--- src/logic/armCtrl_defs.svh ---
`ifndef ARMCTRL_DEFS_SVH
`define ARMCTRL_DEFS_SVH

// Datapath widths
`define INSTR_W 32
`define REG_W   4

// Instruction field positions
`define COND_MSB 31
`define COND_LSB 28
`define RN_MSB   19
`define RD_MSB   15
`define RM_MSB   3

// Register index of the program counter
`define PC_REG   4'hF

`endif
--- src/logic/armCtrlPkg.sv ---
package armCtrlPkg;

  // Data-processing opcodes, instruction bits 24:21
  typedef enum logic [3:0] {
    andOp = 4'b0000, eorOp, subOp, rsbOp, addOp, adcOp, sbcOp, rscOp,
    tstOp, teqOp, cmpOp, cmnOp, orrOp, movOp, bicOp, mvnOp
  } aluCtrlE;

  // Condition field, instruction bits 31:28
  typedef enum logic [3:0] {
    eq = 4'b0000, ne, cs, cc, mi, pl, vs, vc, hi, ls, ge, lt, gt, le, al
  } condE;

  typedef enum logic [2:0] {
    opAdd, opSub, opAnd, opOr, opXor, opPass
  } aluOpE;

  typedef struct packed {
    logic       regWrite;
    logic       memWrite;
    logic       memtoReg;
    logic       branch;
    logic       bx;
    logic       aluSrc;
    logic       aluOp;
    logic       multSelect;
    logic       halfword;
    logic [1:0] flagWrite;     // {NZ, CV}
    aluCtrlE    aluControl;
    logic [1:0] resultSelect;  // 00 ALU, 01 memory, 10 multiplier
    logic       pcSrc;
  } decodeCtrlT;

  typedef struct packed {
    aluOpE      aluOperation;
    logic [2:0] cvUpdate;      // {C from adder, C from shifter, V}
    logic       invertB;
    logic       reverseInputs;
    logic       aluCarry;
    logic       aluSrc;
    logic       multSelect;
  } execCtrlT;

  typedef struct packed {
    logic       memWrite;
    logic       memtoReg;
    logic       regWrite;
    logic       pcSrc;
    logic [3:0] byteMask;
    logic       byteOrWord;
    logic [1:0] byteOffset;
    logic       writeHalfword;
  } memCtrlT;

  typedef struct packed {
    logic       memtoReg;
    logic       regWrite;
    logic       pcSrc;
    logic       loadLength;
    logic [1:0] byteOffset;
    logic       writeHalfword;
    logic       halfwordOffset;
  } wbCtrlT;

endpackage

--- src/logic/ctrlTop.sv ---
`timescale 1ns/1ps
`include "armCtrl_defs.svh"

module ctrlTop import armCtrlPkg::*; (
  input  logic                clk,
  input  logic                rst,
  input  logic [`INSTR_W-1:0] instrD,
  input  logic [3:0]          flagsE,
  input  logic [1:0]          aluResultLowE,
  output logic [1:0]          regSrcD,
  output logic [1:0]          immSrcD,
  output execCtrlT            execCtrlE,
  output aluCtrlE             aluControlE,
  output logic                branchTakenE,
  output memCtrlT             memCtrlM,
  output wbCtrlT              wbCtrlW,
  output logic                pcWrPendingF,
  output logic [3:0]          flagsOut,
  output logic                stallF,
  output logic                stallD,
  output logic                flushD
);

  logic [`INSTR_W-1:0] instrE;
  logic                memtoRegE;
  logic                regWriteE;
  logic                flushE;

  pipeCtrl i_pipeCtrl (
    .clk, .rst, .instrD, .flagsE, .aluResultLowE, .stallD, .flushE,
    .regSrcD, .immSrcD, .instrE, .execCtrlE, .aluControlE, .memtoRegE,
    .regWriteE, .branchTakenE, .memCtrlM, .wbCtrlW, .pcWrPendingF, .flagsOut
  );

  hazardUnit i_hazardUnit (
    .instrD, .instrE, .memtoRegE, .regWriteE, .branchTakenE,
    .stallF, .stallD, .flushD, .flushE
  );

endmodule

--- src/logic/hazardUnit.sv ---
`timescale 1ns/1ps
`include "armCtrl_defs.svh"

module hazardUnit (
  input  logic [`INSTR_W-1:0] instrD,
  input  logic [`INSTR_W-1:0] instrE,
  input  logic                memtoRegE,
  input  logic                regWriteE,
  input  logic                branchTakenE,
  output logic                stallF,
  output logic                stallD,
  output logic                flushD,
  output logic                flushE
);

  logic [`REG_W-1:0] rdE;
  logic [`REG_W-1:0] rnD;
  logic [`REG_W-1:0] rmD;
  logic              loadUse;

  assign rdE = instrE[`RD_MSB -: `REG_W];
  assign rnD = instrD[`RN_MSB -: `REG_W];
  assign rmD = instrD[`RM_MSB -: `REG_W];

  // Load result not ready for the next instruction
  assign loadUse = memtoRegE & regWriteE & ((rdE == rnD) | (rdE == rmD));

  assign stallF = loadUse;
  assign stallD = loadUse;

  // Taken branch kills the younger instructions
  assign flushD = branchTakenE;
  assign flushE = loadUse | branchTakenE;  // Bubble into E

endmodule

--- src/logic/pipeCtrl.sv ---
`timescale 1ns/1ps
`include "armCtrl_defs.svh"

module pipeCtrl import armCtrlPkg::*; (
  input  logic                clk,
  input  logic                rst,
  input  logic [`INSTR_W-1:0] instrD,
  input  logic [3:0]          flagsE,
  input  logic [1:0]          aluResultLowE,
  input  logic                stallD,
  input  logic                flushE,
  output logic [1:0]          regSrcD,
  output logic [1:0]          immSrcD,
  output logic [`INSTR_W-1:0] instrE,
  output execCtrlT            execCtrlE,
  output aluCtrlE             aluControlE,
  output logic                memtoRegE,
  output logic                regWriteE,
  output logic                branchTakenE,
  output memCtrlT             memCtrlM,
  output wbCtrlT              wbCtrlW,
  output logic                pcWrPendingF,
  output logic [3:0]          flagsOut
);

  decodeCtrlT ctrlD;
  decodeCtrlT ctrlE;
  execCtrlT   aluExecCtrl;
  memCtrlT    memCtrlE;
  condE       condFieldE;
  logic       validE;
  logic       condExE;
  logic       doNotWriteRegE;
  logic       byteOrWordE;
  logic       halfwordE;
  logic       halfwordOffsetE;
  logic       halfwordOffsetM;
  logic [3:0] byteMaskE;

  instrDecoder i_instrDecoder (.instrD, .ctrlD, .regSrcD, .immSrcD);

  // ==========================================================================
  // D to E, flush wins over stall
  // ==========================================================================
  always_ff @(posedge clk) begin
    if (rst || flushE) begin
      ctrlE  <= '0;
      instrE <= '0;
      validE <= 1'b0;
    end else if (!stallD) begin
      ctrlE  <= ctrlD;
      instrE <= instrD;
      validE <= 1'b1;
    end
  end

  // ==========================================================================
  // Execute
  // ==========================================================================
  assign condFieldE = condE'(instrE[`COND_MSB:`COND_LSB]);

  condUnit i_condUnit (
    .clk, .rst, .en(validE), .cond(condFieldE), .flagsE,
    .flagWrite(ctrlE.flagWrite), .condEx(condExE), .flags(flagsOut)
  );

  aluDecoder i_aluDecoder (
    .aluOp(ctrlE.aluOp), .aluControl(ctrlE.aluControl), .carryIn(flagsOut[1]),
    .bx(ctrlE.bx), .execCtrl(aluExecCtrl), .doNotWriteReg(doNotWriteRegE)
  );

  always_comb begin
    execCtrlE            = aluExecCtrl;
    execCtrlE.aluSrc     = ctrlE.aluSrc;
    execCtrlE.multSelect = ctrlE.multSelect;
  end

  assign byteOrWordE = (instrE[27:26] == 2'b01) & instrE[22];  // LDRB or STRB
  assign halfwordE   = ctrlE.halfword & instrE[5];  // H bit of SH

  memMask i_memMask (
    .byteOrWord(byteOrWordE), .halfword(halfwordE), .addrLow(aluResultLowE),
    .byteMask(byteMaskE), .halfwordOffset(halfwordOffsetE)
  );

  // Condition gating
  always_comb begin
    memCtrlE.memWrite      = ctrlE.memWrite & condExE;
    memCtrlE.memtoReg      = ctrlE.memtoReg;
    memCtrlE.regWrite      = ctrlE.regWrite & condExE & ~doNotWriteRegE;
    memCtrlE.pcSrc         = ctrlE.pcSrc & condExE & ~doNotWriteRegE;
    memCtrlE.byteMask      = byteMaskE;
    memCtrlE.byteOrWord    = byteOrWordE;
    memCtrlE.byteOffset    = aluResultLowE;
    memCtrlE.writeHalfword = ctrlE.halfword;
  end

  assign branchTakenE = ctrlE.branch & condExE;
  assign memtoRegE    = ctrlE.memtoReg;
  assign regWriteE    = ctrlE.regWrite;  // Ungated, seen by the hazard unit
  assign aluControlE  = ctrlE.aluControl;

  // ==========================================================================
  // E to M and M to W
  // ==========================================================================
  always_ff @(posedge clk) begin
    if (rst) begin
      memCtrlM        <= '0;
      halfwordOffsetM <= 1'b0;
      wbCtrlW         <= '0;
    end else begin
      memCtrlM        <= memCtrlE;
      halfwordOffsetM <= halfwordOffsetE;
      wbCtrlW         <= '{memtoReg:       memCtrlM.memtoReg,
                           regWrite:       memCtrlM.regWrite,
                           pcSrc:          memCtrlM.pcSrc,
                           loadLength:     memCtrlM.byteOrWord,
                           byteOffset:     memCtrlM.byteOffset,
                           writeHalfword:  memCtrlM.writeHalfword,
                           halfwordOffset: halfwordOffsetM};
    end
  end

  // Fetch holds off while a PC write is in flight
  assign pcWrPendingF = ctrlD.pcSrc | ctrlE.pcSrc | memCtrlM.pcSrc;

endmodule

--- src/logic/memMask.sv ---
`timescale 1ns/1ps

module memMask (
  input  logic       byteOrWord,
  input  logic       halfword,
  input  logic [1:0] addrLow,
  output logic [3:0] byteMask,
  output logic       halfwordOffset
);

  // Upper or lower halfword of the addressed word
  assign halfwordOffset = halfword & addrLow[1];

  always_comb begin
    if (byteOrWord) begin
      byteMask = 4'b0001 << addrLow;  // One lane per byte address
    end else if (halfword) begin
      byteMask = halfwordOffset ? 4'b1100 : 4'b0011;
    end else begin
      byteMask = 4'b1111;
    end
  end

endmodule

--- src/logic/condUnit.sv ---
`timescale 1ns/1ps

module condUnit import armCtrlPkg::*; (
  input  logic       clk,
  input  logic       rst,
  input  logic       en,
  input  condE       cond,
  input  logic [3:0] flagsE,
  input  logic [1:0] flagWrite,
  output logic       condEx,
  output logic [3:0] flags
);

  logic n;
  logic z;
  logic c;
  logic v;

  assign {n, z, c, v} = flags;

  // Evaluated against the flags held before this instruction
  always_comb begin
    case (cond)
      eq: condEx = z;
      ne: condEx = ~z;
      cs: condEx = c;
      cc: condEx = ~c;
      mi: condEx = n;
      pl: condEx = ~n;
      vs: condEx = v;
      vc: condEx = ~v;
      hi: condEx = c & ~z;
      ls: condEx = ~c | z;
      ge: condEx = (n == v);
      lt: condEx = (n != v);
      gt: condEx = ~z & (n == v);
      le: condEx = z | (n != v);
      al: condEx = 1'b1;
      default: condEx = 1'b0;  // 4'b1111 never executes
    endcase
  end

  // NZ and CV update independently
  always_ff @(posedge clk) begin
    if (rst) begin
      flags <= '0;
    end else if (en && condEx) begin
      if (flagWrite[1]) flags[3:2] <= flagsE[3:2];
      if (flagWrite[0]) flags[1:0] <= flagsE[1:0];
    end
  end

endmodule

--- src/logic/aluDecoder.sv ---
`timescale 1ns/1ps

module aluDecoder import armCtrlPkg::*; (
  input  logic     aluOp,
  input  aluCtrlE  aluControl,
  input  logic     carryIn,
  input  logic     bx,
  output execCtrlT execCtrl,
  output logic     doNotWriteReg
);

  always_comb begin
    execCtrl = '0;  // aluSrc and multSelect are filled in by the pipeline
    execCtrl.aluOperation = opAdd;  // Address and branch target add
    doNotWriteReg = 1'b0;

    if (bx) begin
      execCtrl.aluOperation = opPass;  // Rm straight to PC
    end else if (aluOp) begin
      case (aluControl)
        andOp, tstOp: {execCtrl.aluOperation, execCtrl.cvUpdate} = {opAnd, 3'b010};
        eorOp, teqOp: {execCtrl.aluOperation, execCtrl.cvUpdate} = {opXor, 3'b010};
        subOp, cmpOp: {execCtrl.aluOperation, execCtrl.cvUpdate} = {opSub, 3'b101};
        addOp, cmnOp: {execCtrl.aluOperation, execCtrl.cvUpdate} = {opAdd, 3'b101};
        orrOp:        {execCtrl.aluOperation, execCtrl.cvUpdate} = {opOr, 3'b010};
        movOp:        {execCtrl.aluOperation, execCtrl.cvUpdate} = {opPass, 3'b010};
        rsbOp: begin
          {execCtrl.aluOperation, execCtrl.cvUpdate} = {opSub, 3'b101};
          execCtrl.reverseInputs = 1'b1;
        end
        // Carry-chained forms run through the adder with B inverted as needed
        adcOp: {execCtrl.cvUpdate, execCtrl.aluCarry} = {3'b101, carryIn};
        sbcOp: {execCtrl.cvUpdate, execCtrl.invertB, execCtrl.aluCarry} = {3'b101, 1'b1, carryIn};
        rscOp: begin
          {execCtrl.cvUpdate, execCtrl.invertB, execCtrl.aluCarry} = {3'b101, 1'b1, carryIn};
          execCtrl.reverseInputs = 1'b1;
        end
        bicOp: {execCtrl.aluOperation, execCtrl.cvUpdate, execCtrl.invertB} = {opAnd, 3'b010, 1'b1};
        mvnOp: {execCtrl.aluOperation, execCtrl.cvUpdate, execCtrl.invertB} = {opPass, 3'b010, 1'b1};
        default: execCtrl.aluOperation = opAdd;
      endcase
      doNotWriteReg = aluControl inside {tstOp, teqOp, cmpOp, cmnOp};  // Flags only
    end
  end

endmodule

--- src/logic/instrDecoder.sv ---
`timescale 1ns/1ps
`include "armCtrl_defs.svh"

module instrDecoder import armCtrlPkg::*; (
  input  logic [`INSTR_W-1:0] instrD,
  output decodeCtrlT          ctrlD,
  output logic [1:0]          regSrcD,
  output logic [1:0]          immSrcD
);

  logic              isDataProc;
  logic              isMult;
  logic              isHalfword;
  logic              isBx;
  logic              isMem;
  logic [10:0]       controls;
  logic [`REG_W-1:0] rd;

  // ==========================================================================
  // Instruction class
  // ==========================================================================
  assign isHalfword = (instrD[27:25] == 3'b000) & instrD[7] & instrD[4] &
                      (instrD[6:5] != 2'b00);
  assign isMult     = (instrD[27:22] == 6'b000000) & (instrD[7:4] == 4'b1001);
  assign isBx       = (instrD[27:4] == 24'h12_FFF1);
  assign isDataProc = (instrD[27:26] == 2'b00) & ~isMult & ~isHalfword & ~isBx;
  assign isMem      = (instrD[27:26] == 2'b01) | isHalfword;
  assign rd         = instrD[`RD_MSB -: `REG_W];

  // regSrc, immSrc, aluSrc, memtoReg, regWrite, memWrite, branch, multSelect, bx
  always_comb begin
    controls = '0;  // Coprocessor space decodes as a no-op
    case (instrD[27:26])
      2'b00: begin
        if (instrD[25])
          controls = {2'b00, 2'b00, 1'b1, 4'b0100, 2'b00};  // DP immediate
        else if (isMult)
          controls = {2'b00, 2'b00, 1'b0, 4'b0100, 2'b10};
        else if (isHalfword && instrD[20])
          controls = {2'b00, 2'b11, instrD[22], 4'b1100, 2'b00};  // LDRH
        else if (isHalfword)
          controls = {2'b10, 2'b11, instrD[22], 4'b0010, 2'b00};  // STRH
        else if (isBx)
          controls = {2'b01, 2'b00, 1'b0, 4'b0001, 2'b01};
        else
          controls = {2'b00, 2'b00, 1'b0, 4'b0100, 2'b00};  // DP register
      end
      // I bit is inverted for word transfers
      2'b01: begin
        if (instrD[20])
          controls = {2'b00, 2'b01, ~instrD[25], 4'b1100, 2'b00};
        else
          controls = {2'b10, 2'b01, ~instrD[25], 4'b0010, 2'b00};
      end
      2'b10: controls = {2'b01, 2'b10, 1'b1, 4'b0001, 2'b00};  // B
      default: controls = '0;
    endcase
  end

  // ==========================================================================
  // Control struct
  // ==========================================================================
  always_comb begin
    ctrlD = '0;
    {regSrcD, immSrcD, ctrlD.aluSrc, ctrlD.memtoReg, ctrlD.regWrite, ctrlD.memWrite,
     ctrlD.branch, ctrlD.multSelect, ctrlD.bx} = controls;
    ctrlD.halfword = isHalfword;
    ctrlD.aluOp    = isDataProc | isMult | isMem;

    if (isDataProc || isMult) begin
      ctrlD.aluControl = aluCtrlE'(instrD[24:21]);
      ctrlD.flagWrite  = {instrD[20], instrD[20] & ~isMult};  // MULS leaves C and V
    end else if (isMem) begin
      ctrlD.aluControl = instrD[23] ? addOp : subOp;  // U bit picks offset direction
    end else begin
      ctrlD.aluControl = addOp;
    end

    ctrlD.resultSelect = {ctrlD.multSelect, ctrlD.memtoReg};
    // Writes to r15 redirect fetch
    ctrlD.pcSrc = (rd == `PC_REG) & ctrlD.regWrite & ~ctrlD.multSelect;
  end

endmodule

--- config.mk ---
export PLATFORM = sky130hd
export DESIGN_NAME = ctrlTop
export DESIGN_NICKNAME = d
export VERILOG_FILES = /design/src/logic/armCtrlPkg.sv /design/src/logic/ctrlTop.sv /design/src/logic/hazardUnit.sv /design/src/logic/pipeCtrl.sv /design/src/logic/memMask.sv /design/src/logic/condUnit.sv /design/src/logic/aluDecoder.sv /design/src/logic/instrDecoder.sv
export VERILOG_INCLUDE_DIRS = /design/src /design/src/logic
export SDC_FILE = /design/constraint.sdc
export NUM_CORES = 1
export LEC_CHECK = 0
export BUFFER_PORTS_ARGS = -buffer_cell sky130_fd_sc_hd__buf_2
export CAP_MARGIN = 10
export CORE_UTILIZATION = 43
export CTS_CLUSTER_DIAMETER = 60
export CTS_CLUSTER_SIZE = 28
export DETAILED_ROUTE_END_ITERATION = 12
export HOLD_SLACK_MARGIN = 0.15
export PLACE_DENSITY = 0.73
export SLEW_MARGIN = 20
export SYNTH_ARGS = -nofsm -noshare
export SYNTH_HDL_FRONTEND = slang
export SYNTH_SLANG_ARGS = --single-unit
--- constraint.sdc ---
create_clock -name clk -period 2 [get_ports clk]
set_input_delay 0.4 -clock clk [delete_from_list [all_inputs] [get_ports clk]]
set_output_delay 0.4 -clock clk [all_outputs]
set_load 0.01 [all_outputs]
# Word level (Yosys, flattened, before mapping)

Index checks and enable logic that the tools add are counted.

Bits in registers: 74
Latch bits: 0
Memory bits (writable): 0
Bits in read-only memories: 0
Input bits: 40
Output and inout port bits: 48
Memories kept: 0

Add/sub/neg operators: 0
Multiply operators: 0
Divide/modulo/power cells: 0
$lt $le $gt $ge: 0
Eq/ne operators: 39
Shifts and indexed selects: 1
Multiplexer cells: 25
Bitwise logic cells: 42
Reductions and logical operators: 22

Operator list:

| kind                                                                     | count |
|---|---|
| 4-bit equality test (second input constant)                              | 17 |
| 11-bit two-way mux                                                       | 5 |
| 11-bit one-hot mux with 3 select lines                                   | 1 |
| 4-bit by 3-bit equality test with 1-bit output (second input constant)   | 8 |
| 24-bit by 21-bit equality test with 1-bit output (second input constant) | 1 |
| 1-bit bitwise AND                                                        | 23 |
| 4-bit by 2-bit equality test with 1-bit output (second input constant)   | 4 |
| 4-bit two-way mux                                                        | 4 |
| 8-bit OR reduction                                                       | 2 |
| 1-bit one-hot mux with 15 select lines                                   | 1 |
| 3-bit one-hot mux with 5 select lines                                    | 1 |
| 10-bit two-way mux                                                       | 1 |
| 1-bit inverter                                                           | 10 |
| 3-bit two-way mux                                                        | 3 |
| 9-bit two-way mux                                                        | 1 |
| 1-bit bitwise OR                                                         | 9 |
| 3-bit OR reduction                                                       | 3 |
| 4-bit by 1-bit equality test with 1-bit output (second input constant)   | 2 |
| 4-bit equality test                                                      | 2 |
| 4-bit logical NOT                                                        | 2 |
| 6-bit logical NOT                                                        | 1 |
| 6-bit two-way mux                                                        | 1 |
| 3-bit one-hot mux with 2 select lines                                    | 1 |
| 2-bit OR reduction                                                       | 3 |
| 15 further kinds                                                         | 23 |

# Logic depth before layout (Yosys ltp)

Depth after elaboration: 13
Depth in mapped cells: 8

# Modules after synthesis

Synthesis repeated with hierarchy kept, for this count alone.

Cells, all modules: 358
Area, all modules: 3402.0 um^2

By module, submodules not included:

| module       | instances | cells an instance | area each (um^2) |
|---|---|---|---|
| pipeCtrl     | 1         | 215               | 2382.3 |
| condUnit     | 1         | 48                | 412.9 |
| instrDecoder | 1         | 47                | 294.0 |
| aluDecoder   | 1         | 25                | 146.4 |
| hazardUnit   | 1         | 15                | 116.4 |
| memMask      | 1         | 8                 | 50.0 |

# Least setup slack after synthesis

Ideal clock, no wire load.

Kind: flip-flop to output port
Start: register i_pipeCtrl.instrE[31]
End: output flushD
Data arrival time: 1.770 ns
Slack: -0.170 ns
Cell stages (with the launch flop): 8
Cell sequence: dfxtp_1 -> buf_4 -> or3b_1 -> a21oi_2 -> a2111oi_4 -> or2_2 -> nor2_1 -> buf_4

Cells in the longest elaborated chain, start to end: 3

Ends and longest elaborated chain:

| element                                     | RTL line       | source |
|---|---|---|
| start, declared                             | pipeCtrl.sv:14 | `` output logic [`INSTR_W-1:0] instrE, `` |
| start signal, assigned                      | pipeCtrl.sv:52 | `instrE <= instrD;` |
| 4-bit equality test (tied with other cells) | condUnit.sv:23 | `case (cond)` |
| 1-bit one-hot mux with 15 select lines *    | condUnit.sv:23 |  |
| 1-bit bitwise AND *                         | pipeCtrl.sv:98 | `assign branchTakenE = ctrlE.branch & condExE;` |
| end, declared                               | ctrlTop.sv:21  | `output logic flushD` |

Mark *: on every way between the ends. The rest lies on a longest branch, timed or not.

# Worst setup path in the final report

Start: register i_pipeCtrl.i_condUnit.flags[3]
End: output branchTakenE

Cells in the longest elaborated chain, start to end: 4

Ends and longest elaborated chain:

| element                                               | RTL line                       | source |
|---|---|---|
| start, declared                                       | condUnit.sv:11                 | `output logic [3:0] flags` |
| start signal, assigned                                | condUnit.sv:48                 | `if (flagWrite[1]) flags[3:2] <= flagsE[3:2];` |
| 1-bit != test or 1-bit equality test (tied branches)  | n/a                            |  |
| 1-bit bitwise OR or 1-bit bitwise AND (tied branches) | condUnit.sv:37, condUnit.sv:36 |  |
| 1-bit one-hot mux with 15 select lines *              | condUnit.sv:23                 |  |
| 1-bit bitwise AND *                                   | pipeCtrl.sv:98                 |  |
| end, declared                                         | ctrlTop.sv:14                  | `output logic branchTakenE,` |

Marked as above.

==> out/metrics.csv <==
stage,metric,value,unit
timing,max-slew-margin-rel,63.7,%
timing,holdWs,0.281,ns
clock_network,cts_tree,yes,
floorplanning,rows,26,
synthesis,seq_area_frac_synth,47.4,%
global_routing,gr-total-overflow,0,
synthesis,avgSynthCellArea,9.35,µm²
place,numPlacedInstances,411,
routing,drt_iter0_drc,97,
synthesis,syn_inst,244,
worst_setup_path,crit_chain,buf_4 -> mux2i_1 -> o21bai_1 -> a2111oi_4 -> or2_4 -> nor2_4 -> buf_6,
layout,diodes,0,
timing,finalHoldViolCount,0,
synthesis,synth_top_cell_area_share,47.4,%
clock_network,htree_levels,2,
floorplanning,start_util,44.7,%
layout,fin_nets,400,
worst_setup_path,cpPeakStageDelay,0.40,ns
routing,drt-pass1-iter-count,4,
timing,setup_viol,32,
power_and_ir_drop,p_per_area,639,nW/µm²
power_and_ir_drop,vdd_drop_max,395,µV
synthesis,synth_area,2280,µm²
layout,synthToLayoutAreaGrowth,47.3,%
timing,rsz0062_at_grt,yes,
layout,seq_area,1100,µm²
worst_setup_path,required,1.60,ns
clock_network,clock-sinks,54,
clock_network,path_clk_slew,0.10,ns
synthesis,synth_commonest_cells,"54 x dfxtp_1, 21 x nand2_1, 18 x nor2_1",
worst_setup_path,path_delay_family,compound AO/OA/AOI/OAI gates,
floorplanning,die_area,5600,µm²
power_and_ir_drop,total_power,0.00215,W
timing,period_share,114,%
layout,final_cells,431,
layout,final_util,65.8,%
layout,drive_gt1_share,53.2,%
timing,fmax,438,MHz
floorplanning,ios,88,
synthesis,synthTopCellsByArea,"dfxtp_1 47%, nor2b_1 4.4%, buf_4 4.3%",
routing,wl_per_cell,13.4,µm
worst_setup_path,critPathLaunchType,flip-flop,
routing,ant_nets,0,
timing,clock_skew,0.00507,ns
layout,nFillCells,427,
synthesis,synth_fp_nets,284,
run,maxCapViolCount,0,
synthesis,yosys.cell_types.count,46,
timing,min_period,2.28,ns
synthesis,synth-seq-cells,54,
worst_setup_path,setup.worst_path.class,reg -> out,
worst_setup_path,arrival,1.88,ns
global_routing,grt_usage,19.2,%
global_routing,grt_pass1_wl,8.22,mm
status,status,"finished, violations left",
place,portBuffers,87,
worst_setup_path,cp_slowest_cell,a2111oi_4,
timing,setup_slack,-0.285,ns
clock_network,clkLatencyLatePin,0.31,ns
global_routing,antenna_found_initial,0,
clock_network,cts_buffers,5,
routing,post_drt_via_cell_ratio,4.83,
place,gp_congestion,0.758,
timing,worst_slew_pin_slew,0.544,ns
synthesis,ys.flop_type,dfxtp_1,
worst_setup_path,cp_max_fo,3,
power_and_ir_drop,leakagePower,1.56,nW
synthesis,synth_most_common_cell,dfxtp_1,
routing,remaining_drc_errors,0,
clock_network,ctsLongestPathBuffers,2,
synthesis,synth-edff-count,0,
floorplanning,core,5110,µm²
worst_setup_path,critPathCaptureType,output port,
global_routing,grt_start_max_net_pins,20,
timing,slew_violations,0,
layout,multi_input_area,1220,µm²
routing,routed_wirelength,5.76,mm
synthesis,synth_area_leader_cell,dfxtp_1,
hold_path,hp-class,in -> reg,
routing,num_vias,2080,
worst_setup_path,r2r_setup_slack,-0.21,ns
floorplanning,die_height,74.9,µm
place,dpl.hpwl,3.79,mm
status,violations,negative setup slack,
clock_network,root_buffer,clkbuf_8,
global_routing,grt_pass1_vias,1865,
worst_setup_path,cp_num_buf_inv,2,
clock_network,cts-hold-fix-buffers,0,
floorplanning,die_w,74.9,µm
synthesis,yosysWarnings,0,
synthesis,synthArstFlopShare,0,%
-- report_power, final --
group	switching, W	internal, W
clock	0.000383	0.000260
sequential	0.0000272	0.00111
combinational	0.000176	0.000188
total	0.000586	0.00156
-- path summary, 6_finish.rpt --
kind / start / endpoint / cells after the start
max: i_pipeCtrl.i_condUnit.flags[3] / branchTakenE / 7
min: aluResultLowE[1] / i_pipeCtrl.memCtrlM[4] / 2
max reg2reg: i_pipeCtrl.instrE[31] / i_pipeCtrl.instrE[14] / 9
min reg2reg: i_pipeCtrl.instrE[27] / i_pipeCtrl.memCtrlM[3] / 1
-- metrics by stage --
stage,setup slack (ns),setup TNS [ns],area (µm²)
floorplan,-0.0660,-0.0660,2300
global placement,-0.243,-0.251,2930
detailed placement,-0.286,-0.301,2930
CTS,-0.209,-0.593,3180
global route,-0.336,-6.17,3360
finish,-0.285,-3.88,3360
-- layout make-up --
type | instances | share of cell area [%]
Clock inverter | 3 | 0.856
Sequential cell | 54 | 32.7
Multi-Input combinational cell | 157 | 36.4
Inverter | 13 | 1.60
Clock buffer | 5 | 2.05
Timing Repair Buffer | 127 | 23.5
Timing Repair inverter | 2 | 0.335
Tap cell | 70 | 2.61
-- flip-flops by register name, summed over array words and instances (netlist names) --
signal,flops
i_pipeCtrl.instrE,12
i_pipeCtrl.memCtrlM,12
i_pipeCtrl.ctrlE,8
i_pipeCtrl.wbCtrlW,8
i_pipeCtrl.aluControlE,4
i_pipeCtrl.i_condUnit.flags,4
i_pipeCtrl.execCtrlE,2
i_pipeCtrl.halfwordOffsetM,1
i_pipeCtrl.memtoRegE,1
i_pipeCtrl.regWriteE,1
i_pipeCtrl.validE,1
-- worst register-to-register path, cell delays in order, from the launching register on --
cell	delay, ns
dfxtp_2	0.36
buf_8	0.13
buf_6	0.11
nor2b_4	0.14
o221ai_2	0.08
and3_4	0.19
buf_4	0.15
o311ai_4	0.51
clkinv_2	0.24
and2_4	0.19
-- what timing repair did --
item / CTS / global route
buffers inserted: 7 / 8
pin swaps: 10 / 24
cloned: 0 / 3
setup endpoints to repair: 6 / 35
gates resized for setup: 24 / 38
-- cell families after synthesis --
kind of cell / after synthesis / share of synthesized area, %
xor gates and xnor gates: 9 / 3.78
muxes: 6 / 2.63
buffers and inverters: 33 / 8.11
and+or+nand+nor: 114 / 28.4
DFF: 54 / 47.4
AOI/OAI and AO/OA: 28 / 9.71
-- layout by cell type (no fill, tap or decap), types with 5 or more instances in the layout --
master / synthesis / final
buf_4: 13 / 34
mux2i_1: 6 / 6
xor2_1: 8 / 8
a21oi_1: 7 / 6
inv_1: 11 / 11
nand2_1: 21 / 21
clkbuf_8: 0 / 5
and2_4: 9 / 13
buf_2: 1 / 84
o21ai_0: 6 / 5
nor3_1: 9 / 8
nor2b_1: 16 / 15
buf_6: 1 / 7
and3_4: 0 / 5
dfxtp_1: 54 / 45
nor2_1: 18 / 17
dfxtp_2: 0 / 6
-- layer usage --
metal	track usage [%]	up-vias	routed length, µm
li1	-	1046	-
met1	24.7	944	2570
met2	31.8	80	2760
met3	4.42	10	338
met4	6.29	0	96
met5	0	-	0
Power figures use the tool's default switching activity.
